### src/proc_pkg.sv
// Pipeline shared types
`default_nettype none

package proc_pkg;

    // Major opcodes
    localparam logic [6:0] OP_R      = 7'b0110011;
    localparam logic [6:0] OP_IMM    = 7'b0010011;
    localparam logic [6:0] OP_LOAD   = 7'b0000011;
    localparam logic [6:0] OP_STORE  = 7'b0100011;
    localparam logic [6:0] OP_BRANCH = 7'b1100011;
    localparam logic [6:0] OP_JAL    = 7'b1101111;

    typedef enum logic [2:0] {
        ALU_ADD,
        ALU_SUB,
        ALU_AND,
        ALU_OR,
        ALU_XOR,
        ALU_SLT,
        ALU_PASSB
    } alu_op_e;

    typedef enum logic [1:0] {
        RES_ALU,
        RES_MEM,
        RES_PC4
    } res_sel_e;

    typedef enum logic [1:0] {
        FWD_RF,
        FWD_MEM,
        FWD_WB
    } fwd_sel_e;

    typedef struct packed {
        logic     reg_write;
        logic     mem_read;
        logic     mem_write;
        logic     branch;
        logic     branch_ne;
        logic     jump;
        logic     alu_src_imm;
        alu_op_e  alu_op;
        res_sel_e res_sel;
    } ctrl_t;

    typedef struct packed {
        logic        valid;
        logic [31:0] pc;
        logic [31:0] instr;
    } if_id_t;

    typedef struct packed {
        logic        valid;
        logic [31:0] pc;
        ctrl_t       ctrl;
        logic [4:0]  rs1;
        logic [4:0]  rs2;
        logic [31:0] rs1_data;
        logic [31:0] rs2_data;
        logic [4:0]  rd;
        logic [31:0] imm;
    } id_ex_t;

    typedef struct packed {
        logic        valid;
        logic [31:0] pc_plus4;
        logic        reg_write;
        logic        mem_read;
        logic        mem_write;
        res_sel_e    res_sel;
        logic [4:0]  rd;
        logic [31:0] alu_result;
        logic [31:0] store_data;
    } ex_mem_t;

    typedef struct packed {
        logic        valid;
        logic [31:0] pc_plus4;
        logic        reg_write;
        res_sel_e    res_sel;
        logic [4:0]  rd;
        logic [31:0] alu_result;
        logic [31:0] mem_data;
    } mem_wb_t;

endpackage

`default_nettype wire

### src/execute.sv
// Execute stage
`timescale 1ns/1ns
`default_nettype none

module execute import proc_pkg::*; (
    input  wire id_ex_t      in_id,
    input  wire fwd_sel_e    fwd_a,
    input  wire fwd_sel_e    fwd_b,
    input  wire logic [31:0] mem_fwd,
    input  wire logic [31:0] wb_fwd,
    output ex_mem_t          out_ex,
    output logic             redirect,
    output logic      [31:0] redirect_pc
);

    logic [31:0] op_a;
    logic [31:0] rs2_val;
    logic [31:0] op_b;
    logic [31:0] alu_result;
    logic        equal;
    logic        taken;

    // Operand forwarding
    always_comb begin
        case (fwd_a)
            FWD_MEM: op_a = mem_fwd;
            FWD_WB:  op_a = wb_fwd;
            default: op_a = in_id.rs1_data;
        endcase
        case (fwd_b)
            FWD_MEM: rs2_val = mem_fwd;
            FWD_WB:  rs2_val = wb_fwd;
            default: rs2_val = in_id.rs2_data;
        endcase
    end

    assign op_b = in_id.ctrl.alu_src_imm ? in_id.imm : rs2_val;

    always_comb begin
        case (in_id.ctrl.alu_op)
            ALU_SUB:   alu_result = op_a - op_b;
            ALU_AND:   alu_result = op_a & op_b;
            ALU_OR:    alu_result = op_a | op_b;
            ALU_XOR:   alu_result = op_a ^ op_b;
            ALU_SLT:   alu_result = {31'd0, $signed(op_a) < $signed(op_b)};
            ALU_PASSB: alu_result = op_b;
            default:   alu_result = op_a + op_b;
        endcase
    end

    // Branch compare uses the register operand, never the immediate
    assign equal       = (op_a == rs2_val);
    assign taken       = in_id.ctrl.branch && (in_id.ctrl.branch_ne ? !equal : equal);
    assign redirect    = in_id.valid && (taken || in_id.ctrl.jump);
    assign redirect_pc = in_id.pc + in_id.imm;

    assign out_ex = '{valid: in_id.valid, pc_plus4: in_id.pc + 32'd4,
                      reg_write: in_id.ctrl.reg_write, mem_read: in_id.ctrl.mem_read,
                      mem_write: in_id.ctrl.mem_write, res_sel: in_id.ctrl.res_sel,
                      rd: in_id.rd, alu_result: alu_result, store_data: rs2_val};

endmodule

`default_nettype wire

### config.mk
export PLATFORM = sky130hd
export DESIGN_NAME = execute
export DESIGN_NICKNAME = d
export VERILOG_FILES = /design/src/proc_pkg.sv /design/src/execute.sv
export SDC_FILE = /design/constraint.sdc
export NUM_CORES = 1
export LEC_CHECK = 0
export BUFFER_PORTS_ARGS = -buffer_cell sky130_fd_sc_hd__buf_4
export CORE_MARGIN = 1
export CORE_UTILIZATION = 35
export DETAILED_ROUTE_END_ITERATION = 7
export MAX_ROUTING_LAYER = met4
export PLACE_DENSITY = 0.61
export SYNTH_ARGS = -nofsm -noshare
export SYNTH_HDL_FRONTEND = slang
export SYNTH_SLANG_ARGS = --single-unit
### constraint.sdc
create_clock -name vclk -period 6.45
set_clock_uncertainty 0.2 [all_clocks]
set_input_delay 0.645 -clock vclk [all_inputs]
set_output_delay 0.645 -clock vclk [all_outputs]
set_load 0.02 [all_outputs]
Word level (Yosys, flattened, before mapping)
Index checks and enable logic that the tools add are counted.
{ "totals": {"regBits": 0, "latchBits": 0, "ramBits": 0, "mem_bits_ro": 0, "inputBits": 224, "out_inout_bits": 140, "wordCells": 28, "mem_count": 0} }
{ "op_classes": {"addsub": 4, "multipliers": 0, "n_div": 0, "n_lt_le_gt_ge": 1, "n_eq_ne": 11, "n_shift": 0, "n_mux": 5, "bitwise": 3, "n_reduce_logical": 4} }
{ "ops": {"columns": ["operator", "count"], "rows": [
  ["$pmux W32 S6", 1],
  ["$pmux W32 S2", 2],
  ["$add A32 B32 Y32", 2],
  ["$add A32 B3 Y32 const B", 1],
  ["$and A32 B32 Y32", 1],
  ["$eq A32 B32 Y1", 1],
  ["$lt A32 B32 Y1", 1],
  ["$mux W32", 1],
  ["$or A32 B32 Y32", 1],
  ["$sub A32 B32 Y32", 1],
  ["$xor A32 B32 Y32", 1],
  ["$eq A3 B3 Y1 const B", 3],
  ["$eq A3 B2 Y1 const B", 2],
  ["$eq A2 B1 Y1 const B", 2],
  ["$eq A2 B2 Y1 const B", 2],
  ["$eq A3 B1 Y1 const B", 1],
  ["$logic_and A1 B1 Y1", 2],
  ["$logic_not A1 Y1", 1],
  ["$logic_or A1 B1 Y1", 1],
  ["$mux W1", 1]
]} }

Logic depth before layout (Yosys ltp)
Gate-level depths: netlist of the first run.
{ "depth": {"ltp_word": 8, "depth_mapped": 20, "ltp_nobuf": 18} }

Least setup slack after synthesis of the first run
Ideal clock, no wire load.
{ "synth_path": {"path_kind": "input port to output port", "from": "input port in_id[116] (netlist bit)", "to": "output port out_ex[56] (netlist bit)", "arrival_time_ps": 5636, "required_time_ps": 5605, "setup_slack_ps": -31, "path_stages": 17, "n_path_buf": 4, "path_cell_list": "clkbuf_1 > clkbuf_1 > clkbuf_1 > buf_1 > mux2i_1 > inv_1 > ha_1 > fa_1 > nor2_1 > o311ai_1 > a221o_1 > a211oi_1 > o21ai_1 > a21boi_1 > o22ai_1 > o21a_1 > a2111oi_0"} }
{ "synth_rtl": {"columns": ["item", "line", "rtl"], "rows": [
  ["from (decl)", "execute.sv:6", "input wire id_ex_t in_id,"],
  ["to (decl)", "execute.sv:11", "output ex_mem_t out_ex,"]
]} }

==> insert_results.sql, run 1 <==
INSERT INTO impl_metrics (metric_group, metric, value, unit) VALUES
('outcome', 'outcome', 'finished clean', ''),
('drt', 'wire_length_per_cell_after_detailed_routing', '24.0', 'um'),
('floorplanning', 'floorplan.io_pins', '364', ''),
('grt', 'gr-total-overflow', '0', ''),
('worst_setup_path', 'timing.critical_path.to_type', 'primary output', ''),
('floorplanning', 'die_h', '165', 'um'),
('worst_setup_path', 'worstPathRequired', '5.60', 'ns'),
('final_layout', 'num-nets-final', '2044', ''),
('final_layout', 'final-instance-count-excl-fill', '2018', ''),
('synth', 'yosys.cell_types.count', '74', ''),
('drt', 'drt-initial-drc-count', '1407', ''),
('placed_design', 'place_congestion', '0.991', ''),
('pwr', 'ir_worst_vdd', '0.0000907', 'V'),
('drt', 'via_count', '12499', ''),
('floorplanning', 'area_of_the_die', '0.0271', 'mm^2'),
('final_layout', 'finalInstanceArea', '0.0123', 'mm^2'),
('hold_path', 'holdPathStages', '0', ''),
('final_layout', 'finalCoreUtilization', '0.470', ''),
('synth', 'syn-cell-area', '0.00927', 'mm^2'),
('grt', 'grt.total_usage', '0.347', ''),
('timing', 'worst-slew-pin-transition', '1.30', 'ns'),
('hold_path', 'worst_hold_path_type', 'in -> out', ''),
('drt', 'routed_antenna_nets', '0', ''),
('synth', 'ys_warn_count', '0', ''),
('floorplanning', 'coreArea', '0.0261', 'mm^2'),
('pwr', 'power_density', '170', 'mW/mm^2'),
('final_layout', 'antenna_cells', '0', ''),
('synth', 'postSynthCellCount', '1389', ''),
('synth', 'synth_seq_area_share', '0', ''),
('grt', 'via_count_of_the_first_global_routing_pass', '11632', ''),
('drt', 'number_of_design_rule_violations_left_after_detail_routing', '0', ''),
('final_layout', 'area.sequential', '0', 'um^2'),
('worst_setup_path', 'critical_path.max_fanout', '13', ''),
('pwr', 'power_leakage', '5.74', 'nW'),
('final_layout', 'syn_to_final_growth', '32.1', '%'),
('floorplanning', 'placement_rows', '59', ''),
('drt', 'drt_first_pass_iters', '5', ''),
('timing', 'min_period_over_period', '0.953', ''),
('hold_path', 'hp-start', 'in_id[35]', ''),
('synth', 'synth_top_cell_area_share', '0.178', ''),
('synth', 'mappedNetlistNets', '1748', ''),
('grt', 'wire_length_of_the_first_global_routing_pass', '70.0', 'mm'),
('timing', 'max_freq', '163', 'MHz'),
('timing', 'rsz0062_at_grt', 'false', ''),
('worst_setup_path', 'crit_arrival', '5.30', 'ns'),
('drt', 'avgViaCountPerCell', '6.19', ''),
('grt', 'antenna_found_initial', '0', ''),
('grt', 'maximum_number_of_pins_on_one_net_before_global_route_repair', '53', ''),
('timing', 'setup-violations-final', '0', ''),
('timing', 'final_period_minus_worst_setup_slack', '6.15', 'ns'),
('placed_design', 'dpl_cell_area', '0.0122', 'mm^2'),
('timing', 'fin_setup_tns', '0', 'ns'),
('synth', 'synth_area_leader_cell', 'sky130_fd_sc_hd__ha_1', ''),
('worst_setup_path', 'setup.worst_path.class', 'in -> out', ''),
('timing', 'max-slew-margin-rel', '0.129', ''),
('final_layout', 'clock_buffers', '0', ''),
('placed_design', 'portBuffers', '334', ''),
('synth', 'syn-mean-instance-area', '6.68', 'um^2'),
('final_layout', 'seq_cell_count', '0', ''),
('drt', 'finalWirelength', '48.4', 'mm'),
('placed_design', 'hpwl_dp', '40.1', 'mm'),
('flow_run', 'drv.max_cap_violation_count', '0', ''),
('timing', 'report.final.slew_viol_count', '0', ''),
('timing', 'finalHoldViolCount', '0', ''),
('pwr', 'design_power_total', '2.09', 'mW'),
('floorplanning', 'die-width', '165', 'um'),
('synth', 'leading_cell_types_by_total_area_after_synthesis', 'sky130_fd_sc_hd__ha_1, sky130_fd_sc_hd__xnor2_1, sky130_fd_sc_hd__a21oi_1', ''),
('floorplanning', 'start_util', '0.356', ''),
('worst_setup_path', 'worstSetupStartpointType', 'input port', ''),
('hold_path', 'whs_endpoint', 'out_ex[67]', ''),
('final_layout', 'share_of_layout_cells_above_drive_strength_1', '0.263', ''),
('placed_design', 'place_inst', '2018', '');
==> cell families (layout without fill, tap and decap cells) <==
logic type | after synthesis | in the layout | share of synthesized area
adders and majority gates | 135 | 135 | 0.185
xor gates and xnor gates | 97 | 97 | 0.0916
and+or+nand+nor | 349 | 349 | 0.180
buffers and inverters | 219 | 513 | 0.0949
AOI/OAI and AO/OA | 552 | 552 | 0.406
muxes | 37 | 37 | 0.0429
==> per-stage QoR <==
| step | hold slack (ns) | setup slack [ns] |
|---|---|---|
| 2_1_floorplan | 1.17 | 0.132 |
| 3_3_place_gp | 1.09 | 0.159 |
| 3_5_place_dp | 1.09 | 0.133 |
| 4_1_cts | 1.09 | 0.0839 |
| 5_1_grt | 1.09 | 0.0629 |
| 6_report | 1.09 | 0.301 |
==> layout make-up <==
class / instances / area, um^2
well taps: 335 / 419
repair buffers: 392 / 2940
multi-input cells: 1170 / 8430
fillers: 2838 / 13800
inverters: 121 / 454
==> report_power, final <==
part	switching, mW	internal (mW)	total, mW
sequential	0	0	0
clock	0	0	0
combinational	1.27	0.820	2.09
total	1.27	0.820	2.09
==> cell usage after synthesis, drive strengths merged (12+ instances only) <==
| library cell | count |
|---|---|
| nor3 | 21 |
| o22ai | 23 |
| nand4 | 14 |
| a22oi | 54 |
| mux2i | 15 |
| xor2 | 25 |
| ha | 132 |
| mux2 | 22 |
| xnor2 | 72 |
| o21ai | 120 |
| o31ai | 12 |
| inv | 119 |
| nor4 | 14 |
| nand2 | 109 |
| buf | 23 |
| o21bai | 20 |
| nor2 | 81 |
| a221o | 48 |
| nand3 | 29 |
| a21oi | 117 |
| and3 | 17 |
| nor2b | 19 |
| a21o | 18 |
| a221oi | 24 |
| nand2b | 12 |
| clkbuf | 75 |
| a31oi | 20 |
==> layout by cell type (no fill, tap or decap), types with 7 or more instances in the layout <==
master	instances
sky130_fd_sc_hd__buf_4	392
sky130_fd_sc_hd__ha_1	129
sky130_fd_sc_hd__a21oi_1	117
sky130_fd_sc_hd__inv_1	116
sky130_fd_sc_hd__nand2_1	109
sky130_fd_sc_hd__nor2_1	79
sky130_fd_sc_hd__o21ai_0	78
sky130_fd_sc_hd__xnor2_1	72
sky130_fd_sc_hd__a22oi_1	54
sky130_fd_sc_hd__a221o_1	48
sky130_fd_sc_hd__o21ai_1	41
sky130_fd_sc_hd__nand3_1	29
sky130_fd_sc_hd__xor2_1	25
sky130_fd_sc_hd__a221oi_1	24
sky130_fd_sc_hd__o22ai_1	23
sky130_fd_sc_hd__mux2_2	21
sky130_fd_sc_hd__nor3_1	21
sky130_fd_sc_hd__o21bai_1	20
sky130_fd_sc_hd__a31oi_1	19
sky130_fd_sc_hd__a21o_1	18
sky130_fd_sc_hd__nor2b_1	18
sky130_fd_sc_hd__and3_1	17
sky130_fd_sc_hd__mux2i_1	14
sky130_fd_sc_hd__nor4_1	14
sky130_fd_sc_hd__nand4_1	14
sky130_fd_sc_hd__nand2b_1	12
sky130_fd_sc_hd__o31ai_1	12
sky130_fd_sc_hd__o221ai_1	11
sky130_fd_sc_hd__o211ai_1	11
sky130_fd_sc_hd__or3_1	10
sky130_fd_sc_hd__a211oi_1	10
sky130_fd_sc_hd__a21boi_0	7
sky130_fd_sc_hd__o21a_1	7
==> worst max-delay path by stage <==
| stage | cells past startpoint | end | start |
|---|---|---|---|
| after floorplan | 16 | out_ex[59] | in_id[116] |
| after global placement | 19 | out_ex[56] | fwd_b[0] |
| after CTS | 19 | out_ex[56] | fwd_b[0] |
| final | 19 | out_ex[56] | fwd_a[0] |
| after detailed placement | 19 | out_ex[56] | fwd_b[0] |
| after global routing | 18 | out_ex[59] | fwd_a[0] |
==> metal layers <==
layer,global-route usage,vias to the layer above,share of wire
met5,-,-,0
met4,0.0730,0,0.024
met3,0.0603,73,0.099
met2,0.549,685,0.45
met1,0.460,5988,0.42
li1,-,5753,-
==> repair_timing <==
item                                    in CTS  in global routing
endpoints found under the setup margin       0                  2
hold buffers                                 0                  0
setup buffers                                0                  0
resized for setup                            0                  6
==> critical path, stage by stage <==
cell and delay [ns]:
sky130_fd_sc_hd__buf_4 0.09, sky130_fd_sc_hd__inv_1 0.04, sky130_fd_sc_hd__ha_1 0.41, sky130_fd_sc_hd__buf_4 0.25
sky130_fd_sc_hd__a221o_1 0.26, sky130_fd_sc_hd__o21ai_1 0.26, sky130_fd_sc_hd__inv_1 0.13, sky130_fd_sc_hd__ha_1 0.37
sky130_fd_sc_hd__nor4_1 0.38, sky130_fd_sc_hd__nand2_1 0.16, sky130_fd_sc_hd__a221o_1 0.32, sky130_fd_sc_hd__a211oi_1 0.36
sky130_fd_sc_hd__o21ai_1 0.20, sky130_fd_sc_hd__a21boi_2 0.30, sky130_fd_sc_hd__o22ai_1 0.12, sky130_fd_sc_hd__o21a_1 0.23
sky130_fd_sc_hd__a2111oi_1 0.43, sky130_fd_sc_hd__buf_4 0.20, sky130_fd_sc_hd__buf_4 0.13
Note: power is estimated with default switching activity, not from simulation.
==> run 2, diff against run 1 <==
--- a/config.mk
+++ b/config.mk
@@ -5,12 +5,13 @@
 export SDC_FILE = /design/constraint.sdc
 export NUM_CORES = 1
 export LEC_CHECK = 0
+export ABC_AREA = 1
 export BUFFER_PORTS_ARGS = -buffer_cell sky130_fd_sc_hd__buf_4
 export CORE_MARGIN = 1
 export CORE_UTILIZATION = 35
 export DETAILED_ROUTE_END_ITERATION = 7
 export MAX_ROUTING_LAYER = met4
-export PLACE_DENSITY = 0.61
+export PLACE_DENSITY = 0.59
 export SYNTH_ARGS = -nofsm -noshare
 export SYNTH_HDL_FRONTEND = slang
 export SYNTH_SLANG_ARGS = --single-unit
==> run 2 against run 1 <==
Compared with the run above: non-clock buffer count fell by 38; first-iteration DRC count fell by 24%; final area up 11%; final cell count increased by 35%; power is 3.3% higher.
==> insert_results.sql, run 2 <==
INSERT INTO impl_metrics (metric_group, metric, value, unit) VALUES
('pwr', 'power_density', '159', 'mW/mm^2'),
('timing', 'final_period_minus_worst_setup_slack', '5.60', 'ns'),
('final_layout', 'seq_cell_count', '0', ''),
('grt', 'gr-total-overflow', '0', ''),
('final_layout', 'layout.filler_cells', '3413', ''),
('timing', 'max_freq', '179', 'MHz'),
('pwr', 'combPwrFrac', '1.000', ''),
('worst_setup_path', 'worst_path_max_delay_cell', 'sky130_fd_sc_hd__ha_1', ''),
('synth', 'synth_top_cell_area_share', '0.219', ''),
('flow_run', 'drv.max_cap_violation_count', '0', ''),
('floorplanning', 'die_h', '178', 'um'),
('pwr', 'switching_share', '0.659', ''),
('synth', 'yosys.cell_types.count', '55', ''),
('final_layout', 'share_of_layout_cells_above_drive_strength_1', '0.183', ''),
('final_layout', 'syn_to_final_growth', '25.3', '%'),
('placed_design', 'hpwl_dp', '46.5', 'mm'),
('drt', 'wire_length_per_cell_after_detailed_routing', '19.7', 'um'),
('hold_path', 'worst_hold_path_type', 'in -> out', ''),
('worst_setup_path', 'crit_arrival', '4.75', 'ns'),
('pwr', 'power_frac_seq', '0', ''),
('worst_setup_path', 'critical_path_cell_count', '18', ''),
('drt', 'drt_first_pass_iters', '7', ''),
('floorplanning', 'area_of_the_die', '0.0316', 'mm^2'),
('synth', 'mappedNetlistNets', '2428', ''),
('grt', 'grt.total_usage', '0.338', ''),
('outcome', 'outcome', 'finished clean', ''),
('final_layout', 'area.sequential', '0', 'um^2'),
('worst_setup_path', 'path_delay_family', 'compound AO/OA/AOI/OAI gates', ''),
('floorplanning', 'placement_rows', '63', ''),
('worst_setup_path', 'setup.worst_path.class', 'in -> out', ''),
('pwr', 'net-switching-power', '1.42', 'mW'),
('placed_design', 'dpl_cell_area', '0.0135', 'mm^2'),
('hold_path', 'holdPathStages', '0', ''),
('floorplanning', 'floorplan.io_pins', '364', ''),
('synth', 'postSynthCellCount', '2069', ''),
('final_layout', 'mostFrequentLayoutCells', 'sky130_fd_sc_hd__nand2_1, sky130_fd_sc_hd__buf_4, sky130_fd_sc_hd__inv_1', ''),
('worst_setup_path', 'critical-path-max-stage-delay', '0.43', 'ns'),
('drt', 'finalWirelength', '53.9', 'mm'),
('drt', 'routed_antenna_nets', '0', ''),
('grt', 'antenna_found_initial', '5', ''),
('timing', 'fin_setup_tns', '0', 'ns'),
('worst_setup_path', 'worstPathRequired', '5.60', 'ns'),
('drt', 'via_count', '14664', ''),
('synth', 'leading_cell_types_by_total_area_after_synthesis', 'sky130_fd_sc_hd__nand2_1, sky130_fd_sc_hd__ha_1, sky130_fd_sc_hd__inv_1', ''),
('floorplanning', 'coreArea', '0.0300', 'mm^2'),
('grt', 'wire_length_of_the_first_global_routing_pass', '78.9', 'mm'),
('final_layout', 'layout_commonest_cell', 'sky130_fd_sc_hd__nand2_1', ''),
('floorplanning', 'die-width', '178', 'um'),
('synth', 'ys_warn_count', '0', ''),
('worst_setup_path', 'crit_path_cell_trace', 'buf_4, inv_1, ha_1, inv_2, buf_4, or2_2, nand2_1, o21ai_0, ha_1, inv_1, o21ai_0, a21boi_0, a21boi_0, nand2_1, xor2_1, nand2_1, nand4_1, buf_4', ''),
('timing', 'rsz0062_at_grt', 'false', ''),
('worst_setup_path', 'timing.critical_path.to_type', 'primary output', ''),
('grt', 'via_count_of_the_first_global_routing_pass', '13628', ''),
('timing', 'finalHoldViolCount', '0', ''),
('synth', 'yosysMostFrequentCell', 'sky130_fd_sc_hd__nand2_1', ''),
('final_layout', 'clock_buffers', '0', ''),
('drt', 'avgViaCountPerCell', '5.36', ''),
('synth', 'synth_area_leader_cell', 'sky130_fd_sc_hd__nand2_1', ''),
('worst_setup_path', 'critical_path.max_fanout', '36', ''),
('placed_design', 'place_congestion', '1.05', ''),
('synth', 'synth_common_cells', 'sky130_fd_sc_hd__nand2_1, sky130_fd_sc_hd__inv_1, sky130_fd_sc_hd__nor2_1', ''),
('timing', 'worst-slew-pin-transition', '0.875', 'ns'),
('placed_design', 'portBuffers', '334', ''),
('pwr', 'power_leakage', '7.25', 'nW'),
('pwr', 'design_power_total', '2.15', 'mW'),
('clock_network', 'cts_resized', '0', ''),
('timing', 'min_period_over_period', '0.868', ''),
('pwr', 'power.internal', '0.734', 'mW'),
('timing', 'max-slew-margin-rel', '0.401', ''),
('synth', 'syn-mean-instance-area', '5.22', 'um^2'),
('final_layout', 'finalCoreUtilization', '0.451', ''),
('timing', 'setup-violations-final', '0', ''),
('pwr', 'clkPwrFrac', '0', ''),
('clock_network', 'cts_hold_repair.buffers', '0', ''),
('timing', 'report.final.slew_viol_count', '0', ''),
('final_layout', 'num-nets-final', '2700', ''),
('final_layout', 'finalInstanceArea', '0.0135', 'mm^2'),
('clock_network', 'cts_post_setup_buffers_inserted', '0', ''),
('timing', 'fin_worst_hold_slack', '1.09', 'ns'),
('grt', 'maximum_number_of_pins_on_one_net_before_global_route_repair', '51', ''),
('drt', 'drt-initial-drc-count', '1066', ''),
('synth', 'syn-cell-area', '0.0108', 'mm^2'),
('worst_setup_path', 'worstSetupStartpointType', 'input port', ''),
('drt', 'number_of_design_rule_violations_left_after_detail_routing', '0', ''),
('floorplanning', 'start_util', '0.360', ''),
('worst_setup_path', 'crit_buf_inv', '6', ''),
('pwr', 'ir_worst_vdd', '0.000102', 'V'),
('synth', 'synth_seq_area_share', '0', '');
## run 2: changes by cell type in the layout (fill, tap and decap cells not counted), moves of 45 or more
cell,previous run,this run
sky130_fd_sc_hd__nand3_1,29,162
sky130_fd_sc_hd__nor2_1,79,174
sky130_fd_sc_hd__inv_1,116,287
sky130_fd_sc_hd__nand2_1,109,630
sky130_fd_sc_hd__o21ai_0,78,123
sky130_fd_sc_hd__a22oi_1,54,2
sky130_fd_sc_hd__a221o_1,48,0
sky130_fd_sc_hd__xnor2_1,72,23
## run 2: area by class of cell
type	instances	area, um^2	area share
Multi-Input combinational cell	1689	9270	0.685
Inverter	296	1110	0.0820
Timing Repair Buffer	354	2660	0.196
Antenna cell	5	12.5	0.000924
Tap cell	390	488	0.0360
## run 2: logic make-up after synthesis
logic type	count (synthesis)	synth area share
and+or+nand+nor	1104	0.438
buffers and inverters	380	0.144
adders and majority gates	135	0.158
AOI/OAI and AO/OA	376	0.200
xor gates and xnor gates	74	0.0606
## run 2: metrics by stage
stage / worst slack [ns] / instances
2_1_floorplan: 1.93 / 2069
3_3_place_gp: 1.00 / 2729
3_5_place_dp: 0.945 / 2729
4_1_cts: 0.951 / 2729
5_1_grt: 0.571 / 2734
6_report: 0.853 / 2734
## run 2: worst paths after layout
path	startpoint	end	slack, ns
hold / removal	in_id[32]	out_ex[64]	1.09
setup / recovery	fwd_b[0]	out_ex[50]	0.85
## run 2: power by group through the flow
stage | clock network (mW) | logic, mW | registers (mW)
finish | 0.000000104 | 2.15 | 0
floorplan | 0 | 1.35 | 0
detailed placement | 0 | 2.11 | 0
CTS | 0 | 2.12 | 0
global placement | 0 | 2.10 | 0
global route | 0.000000104 | 2.35 | 0
## run 2: layer usage
| layer | share of wire | GRT usage |
|---|---|---|
| met4 | 0.020 | 0.0620 |
| met2 | 0.47 | 0.567 |
| met5 | 0 | - |
| met1 | 0.43 | 0.435 |
| met3 | 0.080 | 0.0422 |
